### src/hw/zx_io_pkg.sv
package zx_io_pkg;

  typedef logic [7:0]  byte_t;
  typedef logic [15:0] addr_t;

  // raw z80 pins, all strobes active low
  typedef struct packed {
    logic  iorq_n;
    logic  rd_n;
    logic  wr_n;
    logic  m1_n;
    addr_t a;
  } z80_pins_t;

  typedef struct packed {
    logic  iowr_s;  // one fclk per write cycle
    logic  iord_s;  // one fclk per read cycle
    logic  iord;
    logic  intack;
    addr_t port_a;
  } io_strobe_t;

  typedef logic [2:0] border_t;
  typedef logic [1:0] turbo_t;

  typedef struct packed {
    logic [4:0] rsvd;
    logic       tape_sound;
    turbo_t     turbo;
  } sysconf_t;

  typedef struct packed {
    logic [5:0] rsvd;
    logic       line_en;
    logic       frame_en;
  } intmask_t;

  // one written byte, meaning depends on port
  typedef union packed {
    byte_t    raw;
    sysconf_t conf;
    intmask_t mask;
  } io_data_u;

  // ula port is selected by a0 low only
  localparam byte_t ULA_PORT_LO = 8'hFE;
  localparam byte_t XT_PORT_LO  = 8'hAF;
  localparam byte_t XT_SYSCONF  = 8'h20;
  localparam byte_t XT_INTMASK  = 8'h2A;

  localparam byte_t VECT_FRAME = 8'hFF;
  localparam byte_t VECT_LINE  = 8'hFD;

  localparam int INT_LEN_DEF = 32;  // fclk cycles

  localparam byte_t FE_READ_IDLE = 8'hBF;  // bit 6 is tape

endpackage

### src/hw/z80_bus_sync.sv
`timescale 1ns/1ns

module z80_bus_sync #(
  parameter int SYNC_STAGES = 2
) (
  input  logic                  fclk,
  input  logic                  rst,
  input  zx_io_pkg::z80_pins_t  bus,
  output zx_io_pkg::io_strobe_t strb
);

  // {iorq_n, rd_n, wr_n, m1_n} per stage, newest in [0]
  logic [SYNC_STAGES-1:0][3:0] pin_sync;

  logic iorq, rd, wr, m1;
  logic iowr_lvl, iord_lvl, ack_lvl;
  logic iowr_prev, iord_prev;
  logic iowr_p, iord_p, ack_q;
  zx_io_pkg::addr_t port_q;

  always_ff @(posedge fclk) begin
    if (rst) begin
      pin_sync <= '1;  // all strobes idle
    end else begin
      pin_sync <= {pin_sync[SYNC_STAGES-2:0], {bus.iorq_n, bus.rd_n, bus.wr_n, bus.m1_n}};
    end
  end

  assign {iorq, rd, wr, m1} = ~pin_sync[SYNC_STAGES-1];

  assign iowr_lvl = iorq & ~m1 & wr;
  assign iord_lvl = iorq & ~m1 & rd;
  assign ack_lvl  = iorq & m1;  // im2 acknowledge cycle

  always_ff @(posedge fclk) begin
    if (rst) begin
      iowr_prev <= 1'b0;
      iord_prev <= 1'b0;
      iowr_p    <= 1'b0;
      iord_p    <= 1'b0;
      ack_q     <= 1'b0;
    end else begin
      iowr_prev <= iowr_lvl;
      iord_prev <= iord_lvl;
      iowr_p    <= iowr_lvl & ~iowr_prev;  // rising edge only
      iord_p    <= iord_lvl & ~iord_prev;
      ack_q     <= ack_lvl;
    end
  end

  // address is long stable by now, hold it for the whole access
  always_ff @(posedge fclk) begin
    if ((iowr_lvl & ~iowr_prev) | (iord_lvl & ~iord_prev)) begin
      port_q <= bus.a;
    end
  end

  assign strb = '{iowr_s: iowr_p, iord_s: iord_p, iord: iord_prev,
                  intack: ack_q, port_a: port_q};

  a_rd_wr_excl: assert property (@(posedge fclk) disable iff (rst)
    !(strb.iowr_s && strb.iord_s));

endmodule

### src/hw/io_port_regs.sv
`timescale 1ns/1ns

module io_port_regs (
  input  logic                  fclk,
  input  logic                  rst,
  input  zx_io_pkg::io_strobe_t strb,
  input  zx_io_pkg::byte_t      d_in,
  input  logic                  tape_bit,
  output zx_io_pkg::byte_t      d_out,
  output logic                  d_oe,
  output zx_io_pkg::border_t    border,
  output zx_io_pkg::turbo_t     turbo,
  output logic                  tape_sound,
  output zx_io_pkg::intmask_t   int_mask,
  output logic                  beeper_wr,
  output logic                  beeper_bit
);

  zx_io_pkg::io_data_u wdata;
  zx_io_pkg::sysconf_t sysconf;

  logic ula_hit;
  logic sysconf_hit;
  logic intmask_hit;
  logic ula_wr;

  assign wdata = d_in;

  // partial decode, any even port is #FE
  assign ula_hit     = strb.port_a[0] == zx_io_pkg::ULA_PORT_LO[0];
  assign sysconf_hit = strb.port_a == {zx_io_pkg::XT_SYSCONF, zx_io_pkg::XT_PORT_LO};
  assign intmask_hit = strb.port_a == {zx_io_pkg::XT_INTMASK, zx_io_pkg::XT_PORT_LO};

  assign ula_wr = strb.iowr_s & ula_hit;

  always_ff @(posedge fclk) begin
    if (rst) begin
      border    <= '0;
      sysconf   <= '0;
      int_mask  <= '0;
      beeper_wr <= 1'b0;
    end else begin
      beeper_wr <= ula_wr;
      if (ula_wr) begin
        border <= wdata.raw[2:0];
      end
      if (strb.iowr_s & sysconf_hit) begin
        sysconf <= wdata.conf;
      end
      if (strb.iowr_s & intmask_hit) begin
        int_mask <= wdata.mask;
      end
    end
  end

  always_ff @(posedge fclk) begin
    if (ula_wr) begin
      beeper_bit <= wdata.raw[4];  // ear/speaker bit
    end
  end

  assign turbo      = sysconf.turbo;
  assign tape_sound = sysconf.tape_sound;

  // #FE read, keyboard lines idle high
  assign d_oe  = strb.iord & ula_hit;
  assign d_out = {zx_io_pkg::FE_READ_IDLE[7], tape_bit, zx_io_pkg::FE_READ_IDLE[5:0]};

  a_no_drive_on_wr: assert property (@(posedge fclk) disable iff (rst)
    !(d_oe && strb.iowr_s));

endmodule

### src/hw/int_ctrl.sv
`timescale 1ns/1ns

module int_ctrl #(
  parameter int INT_LEN = 32
) (
  input  logic                  fclk,
  input  logic                  rst,
  input  zx_io_pkg::io_strobe_t strb,
  input  zx_io_pkg::intmask_t   int_mask,
  input  logic                  frame_start,
  input  logic                  line_start,
  output logic                  int_n,
  output zx_io_pkg::byte_t      d_out,
  output logic                  d_oe
);

  localparam int CW = (INT_LEN > 1) ? $clog2(INT_LEN) : 1;

  logic [CW-1:0] cnt;
  logic pend_frm, pend_lin;
  logic int_act;
  logic ack_d;
  logic serve_frm;  // source chosen at ack start

  logic sel_frm;
  logic ack_end;
  logic int_done;
  logic clr_frm, clr_lin;
  logic int_go;

  // frame wins, and the choice is frozen once ack is under way
  assign sel_frm = ack_d ? serve_frm : pend_frm;

  assign ack_end  = ack_d & ~strb.intack;
  assign int_done = int_act & ~strb.intack & (cnt == CW'(INT_LEN - 1));  // cpu missed it

  assign clr_frm = (ack_end | int_done) & sel_frm;
  assign clr_lin = (ack_end | int_done) & ~sel_frm;

  assign int_go = (pend_frm | pend_lin) & ~int_act & ~strb.intack & ~ack_d;

  always_ff @(posedge fclk) begin
    if (rst) begin
      pend_frm <= 1'b0;
      pend_lin <= 1'b0;
      int_act  <= 1'b0;
      ack_d    <= 1'b0;
      cnt      <= '0;
    end else begin
      ack_d    <= strb.intack;
      pend_frm <= (pend_frm & ~clr_frm) | (frame_start & int_mask.frame_en);
      pend_lin <= (pend_lin & ~clr_lin) | (line_start & int_mask.line_en);
      if (int_go) begin
        int_act <= 1'b1;
        cnt     <= '0;
      end else if (int_done | strb.intack) begin
        int_act <= 1'b0;
      end else if (int_act) begin
        cnt <= cnt + 1'b1;
      end
    end
  end

  always_ff @(posedge fclk) begin
    if (strb.intack) begin
      serve_frm <= sel_frm;
    end
  end

  assign int_n = ~int_act;

  assign d_oe  = strb.intack & (pend_frm | pend_lin);
  assign d_out = sel_frm ? zx_io_pkg::VECT_FRAME : zx_io_pkg::VECT_LINE;

  // vector on the bus belongs to a source that is still pending
  a_vect_pending: assert property (@(posedge fclk) disable iff (rst)
    d_oe |-> (sel_frm ? pend_frm : pend_lin));

  a_int_has_src: assert property (@(posedge fclk) disable iff (rst)
    !int_n |-> (pend_frm || pend_lin));

endmodule

### src/hw/beeper_out.sv
`timescale 1ns/1ns

module beeper_out #(
  parameter int SYNC_STAGES = 2
) (
  input  logic fclk,
  input  logic rst,
  input  logic beeper_wr,
  input  logic beeper_bit,
  input  logic tape_sound,
  input  logic tape_in,
  output logic tape_bit,
  output logic beep
);

  logic [SYNC_STAGES-1:0] tape_sync;
  logic beep_q;     // last written beeper bit
  logic beep_next;

  always_ff @(posedge fclk) begin
    if (rst) begin
      tape_sync <= '0;
    end else begin
      tape_sync <= {tape_sync[SYNC_STAGES-2:0], tape_in};
    end
  end

  assign tape_bit = tape_sync[SYNC_STAGES-1];

  assign beep_next = beeper_wr ? beeper_bit : beep_q;

  always_ff @(posedge fclk) begin
    if (rst) begin
      beep_q <= 1'b0;
      beep   <= 1'b0;
    end else begin
      beep_q <= beep_next;
      beep   <= beep_next ^ (tape_sound & tape_bit);  // tape mixed in on request
    end
  end

endmodule

### src/hw/zx_io_top.sv
`timescale 1ns/1ns

module zx_io_top #(
  parameter int SYNC_STAGES = 2,
  parameter int INT_LEN     = zx_io_pkg::INT_LEN_DEF
) (
  input  logic                 fclk,
  input  logic                 rst,
  input  zx_io_pkg::z80_pins_t bus,
  input  zx_io_pkg::byte_t     d_in,
  input  logic                 frame_start,
  input  logic                 line_start,
  input  logic                 tape_in,
  output zx_io_pkg::byte_t     d_out,
  output logic                 d_oe,
  output logic                 int_n,
  output logic                 beep,
  output zx_io_pkg::border_t   border,
  output zx_io_pkg::turbo_t    turbo
);

  zx_io_pkg::io_strobe_t strb;
  zx_io_pkg::intmask_t   int_mask;
  zx_io_pkg::byte_t      port_dout;
  zx_io_pkg::byte_t      vect_dout;
  logic port_oe, vect_oe;
  logic beeper_wr, beeper_bit, tape_sound, tape_bit;

  z80_bus_sync #(.SYNC_STAGES(SYNC_STAGES)) u_sync (
    .fclk(fclk), .rst(rst), .bus(bus), .strb(strb)
  );

  io_port_regs u_ports (
    .fclk(fclk), .rst(rst), .strb(strb), .d_in(d_in), .tape_bit(tape_bit),
    .d_out(port_dout), .d_oe(port_oe), .border(border), .turbo(turbo),
    .tape_sound(tape_sound), .int_mask(int_mask),
    .beeper_wr(beeper_wr), .beeper_bit(beeper_bit)
  );

  int_ctrl #(.INT_LEN(INT_LEN)) u_int (
    .fclk(fclk), .rst(rst), .strb(strb), .int_mask(int_mask),
    .frame_start(frame_start), .line_start(line_start),
    .int_n(int_n), .d_out(vect_dout), .d_oe(vect_oe)
  );

  beeper_out #(.SYNC_STAGES(SYNC_STAGES)) u_beep (
    .fclk(fclk), .rst(rst), .beeper_wr(beeper_wr), .beeper_bit(beeper_bit),
    .tape_sound(tape_sound), .tape_in(tape_in), .tape_bit(tape_bit), .beep(beep)
  );

  // im2 vector has the bus during acknowledge
  assign d_out = vect_oe ? vect_dout : port_dout;
  assign d_oe  = vect_oe | port_oe;

endmodule

### config.mk
export PLATFORM = sky130hd
export DESIGN_NAME = zx_io_top
export DESIGN_NICKNAME = d
export VERILOG_FILES = /design/src/hw/zx_io_pkg.sv /design/src/hw/z80_bus_sync.sv /design/src/hw/io_port_regs.sv /design/src/hw/int_ctrl.sv /design/src/hw/beeper_out.sv /design/src/hw/zx_io_top.sv
export SDC_FILE = /design/constraint.sdc
export NUM_CORES = 1
export LEC_CHECK = 0
export BUFFER_PORTS_ARGS = -buffer_cell sky130_fd_sc_hd__buf_2
export CAP_MARGIN = 15
export CORE_MARGIN = 2
export CORE_UTILIZATION = 35
export DETAILED_ROUTE_END_ITERATION = 8
export PLACE_DENSITY_LB_ADDON = 0.2
export SLEW_MARGIN = 0
export SYNTH_ARGS = -nofsm -noshare
export SYNTH_HDL_FRONTEND = slang
export SYNTH_SLANG_ARGS = --single-unit
### constraint.sdc
create_clock -name fclk -period 2.48 [get_ports fclk]
set_clock_uncertainty 0.15 [all_clocks]
set_input_delay 0.248 -clock fclk [delete_from_list [all_inputs] [get_ports fclk]]
set_output_delay 0.248 -clock fclk [all_outputs]
set_load 0.005 [all_outputs]
-- After elaboration in Yosys (flattened, before gate mapping)
Index checks and enable logic that the tools add are counted.
- bitwise operators: 44
- $add $sub $neg: 1
- reduce and logical (&&, ||, !) cells: 3
- muxes and demuxes: 6
- eq/ne operators: 3
- operators by type and width (cell ; number):
    16-bit by 14-bit == test with 1-bit output, second input constant ; 2
    1-bit AND ; 24
    1-bit NOT ; 11
    8-bit 2-to-1 mux ; 1
    1-bit bitwise OR ; 7
    5-bit by 1-bit adder with 5-bit output, second input constant ; 1
    5-bit == test, second input constant ; 1
    1-bit 2-to-1 mux ; 4
    4-bit NOT ; 1
    2-bit 2-to-1 mux ; 1
    2-bit AND reduction ; 1
    2-bit nonzero test ; 1
    2-bit OR reduction ; 1
    1-bit bitwise XOR ; 1
- output and inout port bits: 16
- input port bits: 33
- word-level logic and storage cells: 80
- flip-flop bits (word level): 52

-- Logic depth before layout (Yosys ltp)
Gate-level depths: netlist (run 1).
- word-level depth: 8
- mapped depth: 7
- mapped depth without buffers: 7

-- By module
From an unflattened synthesis (run 1), not the netlist that was laid out.
- cell total of the unflattened synthesis: 215
- area, all modules: 2449.8 µm²
- modules (own cells, without submodules) (module ; seq. area each (µm²) ; cells each ; times used ; area an instance (µm²)):
    z80_bus_sync ; 740.7 ; 49 ; 1 ; 879.6
    io_port_regs ; 330.3 ; 83 ; 1 ; 755.7
    int_ctrl ; 210.2 ; 62 ; 1 ; 540.5
    zx_io_top ; 0.0 ; 10 ; 1 ; 137.6
    beeper_out ; 80.1 ; 11 ; 1 ; 136.4

-- Least setup slack after synthesis (run 1)
Ideal clock, no wire load.
- path type: register to register
- start point: reg u_int.cnt[0]
- end point: reg u_int.cnt[3]
- path buffers: 0
- clock period less this slack: 1807 ps
- data required time: 2203 ps
- setup time: 127 ps
- path slack: 673 ps
- cell stages (with the launch flop): 8
- arrival time: 1530 ps
- cells stage by stage: dfxtp_1 -> ha_1 -> and3_1 -> ha_1 -> nor3b_4 -> nand4_1 -> xor2_1 -> nor2_1
- word-level cells in the longest chain between the ends: 5
- elaborated cells between the ends (all ways): 6
- those cells by class: 1 x add/sub; 1 x eq/ne; 3 x bitwise; 1 x reduce/logical
- RTL lines (what ; line ; RTL):
    start, declared ; int_ctrl.sv:19 ; logic [CW-1:0] cnt;
    start signal, assigned ; int_ctrl.sv:59 ; cnt <= cnt + 1'b1;
    5-bit == test ; int_ctrl.sv:35 ; assign int_done = int_act & ~strb.intack & (cnt == CW'(INT_LEN - 1));
    1-bit AND ; int_ctrl.sv:35 ;
    1-bit bitwise OR ; int_ctrl.sv:56 ; end else if (int_done | strb.intack) begin
    1-bit NOT (no source line) ; - ;
    2-bit AND reduction (no source line) ; - ;
Parallel ways exist; a longest one is shown, timed or not.
A chain may end at the register's enable or synchronous reset.

-- Final worst setup path (run 1)
Same ends and word-level chain as after synthesis.

==> results.sh, run 1 <==
export IMPL_synth_top_family_by_area="simple AND/OR/NAND/NOR gates"
export IMPL_end_kind="flop"
export IMPL_max_stage_delay_ns=0.35
export IMPL_use_met2_pct=19.8
export IMPL_yosysWarnings=0
export IMPL_r2r_slack_ns=0.52
export IMPL_cp_required_ns=2.52
export IMPL_cp_arrival_ns=1.99
export IMPL_place_congestion=0.703
export IMPL_cts_tree="yes"
export IMPL_hold_slack_ns=0.0497
export IMPL_post_cts_setup_buffers=0
export IMPL_clock_sinks=52
export IMPL_use_met1_pct=13.6
export IMPL_power_clock_fraction_pct=31.7
export IMPL_clockBufferDepth=2
export IMPL_avgSynthCellArea_um2=12.1
export IMPL_synth_area_um2=1890
export IMPL_synth_cell_types=31
export IMPL_diodes=0
export IMPL_switching_share_pct=19.9
export IMPL_power_per_cell_area_nw_per_um2=584
export IMPL_drc=0
export IMPL_setup_viol=0
export IMPL_combPwrFrac_pct=5.2
export IMPL_p_sw_uw=282
export IMPL_rsz0062_at_grt="no"
export IMPL_use_met3_pct=3.14
export IMPL_place_area_um2=2130
export IMPL_via_per_inst=4.24
export IMPL_cpMostUsedCell="ha_1"
export IMPL_rows=26
export IMPL_grt_pass1_vias=1248
export IMPL_floorplan_initialDensity_pct=36.6
export IMPL_hold_path_class="input port to flop"
export IMPL_p_seq_share_pct=63.1
export IMPL_drt_first_iter_violations=29
export IMPL_synth_mux_area_share_pct=5.82
export IMPL_fin_area_um2=2430
export IMPL_gr_total_overflow=0
export IMPL_antenna_found_initial=0
export IMPL_final_util_pct=46.9
export IMPL_worst_slack_ns=0.520
export IMPL_drive_gt1_share_pct=25.1
export IMPL_max_slew_margin_pct=53.3
export IMPL_cpLargestDelayFamily="simple AND/OR/NAND/NOR gates"
export IMPL_synth_simple_gate_area_share_pct=18.3
export IMPL_dr_pass1_iters=4
export IMPL_synthAdderAreaFrac_pct=1.32
export IMPL_die_h_um=77.5
export IMPL_cp_num_buf_inv=0
export IMPL_timing_final_crit_share_pct=79.0
export IMPL_p_int_mw=1.14
export IMPL_synth_xor_xnor_area_share_pct=1.85
export IMPL_hold_violations=0
export IMPL_grt_busiest_layer="met2"
export IMPL_path_max_fanout=5
export IMPL_synth_seq_cells=52
export IMPL_start_kind="flop"
export IMPL_cp_slowest_cell="dfxtp_1"
export IMPL_p_leak_nw=0.985
export IMPL_seq_area_frac_synth_pct=64.6
export IMPL_cts_max_level=2
export IMPL_track_usage_pct=11.8
export IMPL_insertion_delay_ns=0.30
export IMPL_synth_compound_area_share_pct=3.90
export IMPL_ios=49
export IMPL_status="finished, final reports clean"
export IMPL_critical_path_cell_chain="ha_1 > and3_1 > ha_1 > nor3b_4 > nand4_1 > xor2_1 > nor2_1"
export IMPL_core_area_um2=5170
export IMPL_wl_per_cell_um=11.3
export IMPL_slew_viol_final=0
export IMPL_grt_max_degree=32
export IMPL_postSynthCellCount=156
export IMPL_die_area_um2=6010
export IMPL_dp_hpwl_um=2270
export IMPL_clk_pin_slew_ns=0.09
export IMPL_drtAntennaViolNets=0
export IMPL_area_growth_pct=28.4
export IMPL_tightestPinTransition_ns=0.701
export IMPL_cts_root_buf="clkbuf_8"
export IMPL_drv_cap=0
export IMPL_place_ws_ns=0.507
export IMPL_max_freq_ghz=0.510
export IMPL_period_minus_slack_ns=1.96
export IMPL_cts_inserted_buffers=5
export IMPL_path_class="flop to flop"
export IMPL_tns_ns=0
export IMPL_io_buffers=38
export IMPL_final_nets=253
export IMPL_grt_pass1_wl_um=5510
export IMPL_vias=1225
export IMPL_vdd_ir_drop_worst_mv=0.302
export IMPL_die_w_um=77.5
export IMPL_drt_total_wl_um=3260
power groups by stage:
stage,sequential [mW],combinational (mW),clock [mW]
2_1_floorplan,0.914,0.0282,0
4_1_cts,0.895,0.0737,0.462
3_3_place_gp,0.915,0.0454,0
3_5_place_dp,0.915,0.0468,0
5_1_grt,0.896,0.0817,0.505
6_report,0.895,0.0736,0.449
cell families after synthesis:
kind of cell / count (synthesis)
adder cells (fa/ha/maj): 2
buffers and inverters: 14
AO/OA/AOI/OAI: 13
flip-flops: 52
AND/OR/NAND/NOR: 59
XOR/XNOR: 4
other: 1
multiplexers: 11
registers in the layout, indices dropped and copies added (netlist names), 2 cells and up:
name / flops
u_sync.port_q: 16
u_sync.pin_sync: 8
u_int.cnt: 5
u_ports.border: 3
u_beep.tape_sync: 2
u_ports.int_mask: 2
u_ports.turbo: 2
cells in the final DEF, fill, tap and decap left out, types with 3 or more instances in the layout:
| cell | netlist | final |
|---|---|---|
| buf_2 | 0 | 38 |
| dfxtp_1 | 34 | 34 |
| dlygate4sd3_1 | 0 | 22 |
| edfxtp_1 | 18 | 18 |
| nor2_1 | 15 | 15 |
| mux2i_1 | 11 | 11 |
| nand2b_1 | 10 | 10 |
| or2_2 | 9 | 9 |
| nand2_1 | 8 | 8 |
| o21ai_0 | 6 | 6 |
| conb_1 | 1 | 6 |
| clkbuf_8 | 0 | 5 |
| inv_1 | 4 | 4 |
| nor2b_1 | 3 | 3 |
| a21oi_1 | 3 | 3 |
synth_stat cells:
cell / n / area (µm²)
a21oi_1: 3 / 15.0
and3_1: 1 / 6.26
and3b_1: 1 / 8.76
and4b_1: 2 / 20.0
buf_4: 6 / 45.0
clkbuf_1: 4 / 15.0
conb_1: 1 / 3.75
dfxtp_1: 34 / 681
edfxtp_1: 18 / 541
ha_1: 2 / 25.0
inv_1: 4 / 15.0
mux2i_1: 11 / 110
nand2_1: 8 / 30.0
nand2b_1: 10 / 62.6
nand4_1: 2 / 12.5
nor2_1: 15 / 56.3
nor2b_1: 3 / 18.8
nor3_1: 2 / 10.0
nor3_2: 1 / 10.0
nor3b_1: 2 / 15.0
nor3b_4: 1 / 18.8
nor4b_2: 1 / 15.0
o21a_1: 1 / 7.51
o21ai_0: 6 / 30.0
o21bai_1: 1 / 7.51
o22ai_1: 1 / 6.26
o31ai_1: 1 / 7.51
or2_1: 1 / 6.26
or2_2: 9 / 56.3
xnor2_1: 2 / 17.5
xor2_1: 2 / 17.5
path summary, 6_finish.rpt:
| path | startpoint | to | cells past startpoint |
|---|---|---|---|
| max | u_int.cnt[0] | u_int.cnt[3] | 7 |
| min | frame_start | u_int.pend_frm | 3 |
| max reg2reg | u_int.cnt[0] | u_int.cnt[3] | 7 |
| min reg2reg | u_sync.pin_sync[0] | u_sync.pin_sync[4] | 1 |
metal layers:
metal | routed length [µm] | vias to the layer above | part of all wire (%)
met3 | 132 | 4 | 4.1
met5 | 0 | - | 0
met4 | 53 | 0 | 1.6
met1 | 1350 | 562 | 42
met2 | 1720 | 24 | 53
li1 | - | 635 | -
metrics by stage:
| step | instances | total power [mW] |
|---|---|---|
| 2_1_floorplan | 161 | 0.942 |
| 3_3_place_gp | 259 | 0.960 |
| 3_5_place_dp | 259 | 0.962 |
| 4_1_cts | 289 | 1.43 |
| 5_1_grt | 289 | 1.48 |
| 6_report | 289 | 1.42 |
timing repair:
item,4_1_cts,5_1_grt
resized for setup,0,0
hold buffers,22,0
endpoints found under the hold margin,22,0
area by class of cell:
| type | instances | area (µm²) |
|---|---|---|
| fillers | 478 | 2750 |
| flip-flops and latches | 52 | 1220 |
| multi-input cells | 95 | 613 |
| repair buffers | 60 | 410 |
| well taps | 70 | 87.6 |
| clock buffers | 7 | 76.3 |
| inverters | 4 | 15.0 |
| clock inverters | 1 | 3.75 |
worst register-to-register path, delay by kind of cell (launching register included):
kind	cells	cell delay, ns
XOR/XNOR	1	0.16
adder cells (fa/ha/maj)	2	0.46
flip-flops	1	0.35
AND/OR/NAND/NOR	4	0.73
No activity file was read; power rests on OpenSTA's default activity.
==> run 2, diff against run 1 <==
ABC_AREA = 1   (was not set)
clock period = 1.9 ns   (was 2.48 ns; I/O delays follow)
==> run 2 against run 1 <==
Global-route usage decreased by 0.29 points. Fmax rose by 17%. Wire length rose by 1.9%. Synthesized area grew 4.2%. Die area up 3.9%. Non-clock buffer count is 6 higher. Critical path depth rose by 2. Critical endpoint unchanged. Synthesized cell count up 30%. Combinational power increased by 47%. Worst hold slack got worse by 0.029 ns. Critical path type unchanged. Count of clock-buffer cells in the layout down 2. Via count grew 16%.
==> results.sh, run 2 <==
export IMPL_status="finished, final reports clean"
export IMPL_synth_xor_xnor_area_share_pct=0.445
export IMPL_synth_area_top_cells="dfxtp_1, edfxtp_1, inv_1, nand2_1, a21oi_1"
export IMPL_synth_area_um2=1970
export IMPL_dr_pass1_iters=3
export IMPL_power_clock_fraction_pct=36.7
export IMPL_die_area_um2=6240
export IMPL_vias=1415
export IMPL_p_int_mw=1.62
export IMPL_final_nets=308
export IMPL_diodes=0
export IMPL_synth_top_family_by_area="simple AND/OR/NAND/NOR gates"
export IMPL_tns_ns=0
export IMPL_combPwrFrac_pct=5.3
export IMPL_clock_sinks=52
export IMPL_cts_max_level=2
export IMPL_place_ws_ns=0.235
export IMPL_antenna_found_initial=0
export IMPL_synth_flop_cell="dfxtp_1"
export IMPL_drc=0
export IMPL_wl_met1_um=1530
export IMPL_period_minus_slack_ns=1.68
export IMPL_synth_edf_count=18
export IMPL_synth_simple_gate_area_share_pct=22.0
export IMPL_cp_arrival_ns=1.72
export IMPL_path_max_fanout=8
export IMPL_setup_viol=0
export IMPL_final_cell_mix="buf_2, dfxtp_1, inv_1"
export IMPL_power_per_cell_area_nw_per_um2=774
export IMPL_dp_hpwl_um=2200
export IMPL_ios=49
export IMPL_hold_path_class="input port to flop"
export IMPL_track_usage_pct=11.5
export IMPL_worst_slack_ns=0.224
export IMPL_drt_first_iter_violations=43
export IMPL_max_freq_ghz=0.597
export IMPL_p_seq_share_pct=58.0
export IMPL_largest_register="u_sync.port_q"
export IMPL_core_area_um2=5470
export IMPL_netlist_area_leader_share_pct=34.6
export IMPL_synth_compound_area_share_pct=5.08
export IMPL_hold_slack_ns=0.0207
export IMPL_synth_cell_types=24
export IMPL_rsz0062_at_grt="no"
export IMPL_p_leak_nw=1.08
export IMPL_die_w_um=79.0
export IMPL_start_kind="flop"
export IMPL_floorplan_initialDensity_pct=36.0
export IMPL_postSynthCellCount=203
export IMPL_grt_max_degree=21
export IMPL_grt_pass1_vias=1366
export IMPL_cts_tree="yes"
export IMPL_drt_total_wl_um=3320
export IMPL_top_regs="u_sync.port_q x16, u_sync.pin_sync x8, u_int.cnt x5"
export IMPL_maxUsedRoutingLayer="met4"
export IMPL_drtAntennaViolNets=0
export IMPL_drive_gt1_share_pct=25.2
export IMPL_path_class="flop to flop"
export IMPL_wl_per_cell_um=9.59
export IMPL_end_kind="flop"
export IMPL_p_sw_uw=395
export IMPL_yosysWarnings=0
export IMPL_slew_viol_final=0
export IMPL_largest_reg_flops=16
export IMPL_wl_met2_um=1570
export IMPL_routed_wl_met3_um=142
export IMPL_synth_mux_area_share_pct=0
export IMPL_gr_total_overflow=0
export IMPL_rows=27
export IMPL_synthAdderAreaFrac_pct=1.27
export IMPL_hold_violations=0
export IMPL_drv_cap=0
export IMPL_synth_area_leader_cell="dfxtp_1"
export IMPL_via_per_inst=4.09
export IMPL_timing_final_crit_share_pct=88.2
export IMPL_place_area_um2=2230
export IMPL_seq_area_frac_synth_pct=62.0
export IMPL_synth_commonest_cells="dfxtp_1, inv_1, nand2_1"
export IMPL_async_flop_share_pct=0
export IMPL_io_buffers=38
export IMPL_synth_most_common_cell="dfxtp_1"
export IMPL_clk_pin_slew_ns=0.09
export IMPL_fin_area_um2=2600
export IMPL_die_h_um=79.0
export IMPL_grt_pass1_wl_um=5490
export IMPL_cts_inserted_buffers=5
export IMPL_insertion_delay_ns=0.30
export IMPL_place_congestion=0.729
export IMPL_mostFrequentLayoutCell="buf_2"
export IMPL_synth_seq_cells=52
export IMPL_clockBufferDepth=2
export IMPL_avgSynthCellArea_um2=9.70
export IMPL_cts_root_buf="clkbuf_8"
export IMPL_area_growth_pct=32.1
export IMPL_switching_share_pct=19.6
export IMPL_vdd_ir_drop_worst_mv=0.408
export IMPL_cp_required_ns=1.95
[run 2: changes by cell type in the layout (fill, tap and decap cells not counted), sizes merged, moves of 3 or more]
| cell | delta |
|---|---|
| a21oi | +9 |
| dlygate4sd3 | +4 |
| inv | +28 |
| mux2i | -11 |
| nand2 | +23 |
| nand2b | -10 |
| nand3 | +6 |
| nand4 | +5 |
| nor2 | +8 |
| nor2b | -3 |
| nor3b | -3 |
[run 2: cell families (layout without fill, tap and decap cells)]
logic type / after synthesis / count (layout)
other: 1 / 6
AO/OA/AOI/OAI: 20 / 20
adder cells (fa/ha/maj): 2 / 2
XOR/XNOR: 1 / 1
AND/OR/NAND/NOR: 86 / 86
flip-flops: 52 / 52
buffers and inverters: 41 / 107
[run 2: power groups by stage]
stage	sequential, mW	clock, mW	combinational (mW)
detailed placement	1.19	0	0.0664
floorplan	1.19	0	0.0388
global route	1.17	0.801	0.120
global placement	1.19	0	0.0663
CTS	1.17	0.774	0.107
finish	1.17	0.739	0.108
[run 2: worst paths after layout]
check        depth (start not counted)               start            endpoint  slack (ns)
max                                  9        u_int.cnt[0]        u_int.cnt[3]        0.22
min                                  3             d_in[0]   u_ports.border[0]        0.02
max reg2reg                          9        u_int.cnt[0]        u_int.cnt[3]        0.22
min reg2reg                          1  u_sync.pin_sync[1]  u_sync.pin_sync[5]        0.26
[run 2: area by class of cell]
| cell class | count | area [µm²] |
|---|---|---|
| clock inverters | 3 | 42.5 |
| flip-flops and latches | 52 | 1220 |
| clock buffers | 5 | 68.8 |
| fillers | 541 | 2870 |
| multi-input cells | 115 | 591 |
| well taps | 72 | 90.1 |
| inverters | 33 | 124 |
| repair buffers | 66 | 465 |
[run 2: worst max-delay path: stages (launching register included)]
cell	delay, ns
dfxtp_1	0.34
ha_1	0.21
inv_1	0.07
nor3_1	0.05
ha_1	0.19
nor2_1	0.13
nand2_2	0.12
nor2_1	0.13
xor2_1	0.15
nor2_1	0.05
[run 2: what timing repair did]
action                                  in CTS  in global routing
buffers inserted                             0                  0
endpoints found under the hold margin       26                  0
endpoints found under the setup margin       0                  0
gates resized for setup                      0                  0
hold buffers                                26                  0
[run 2: per-stage QoR]
stage               util, %  power [mW]  instances
floorplan                 -        1.23        208
global placement       40.8        1.26        312
detailed placement     40.8        1.26        312
CTS                    47.6        2.05        346
global route           47.6        2.09        346
finish                 47.6        2.01        346
[run 2: per-layer routing]
layer | up-vias | GRT usage (%)
met4 | 0 | 6.21
met5 | - | 0
met1 | 601 | 12.4
met3 | 7 | 2.84
met2 | 33 | 20.6
li1 | 774 | -
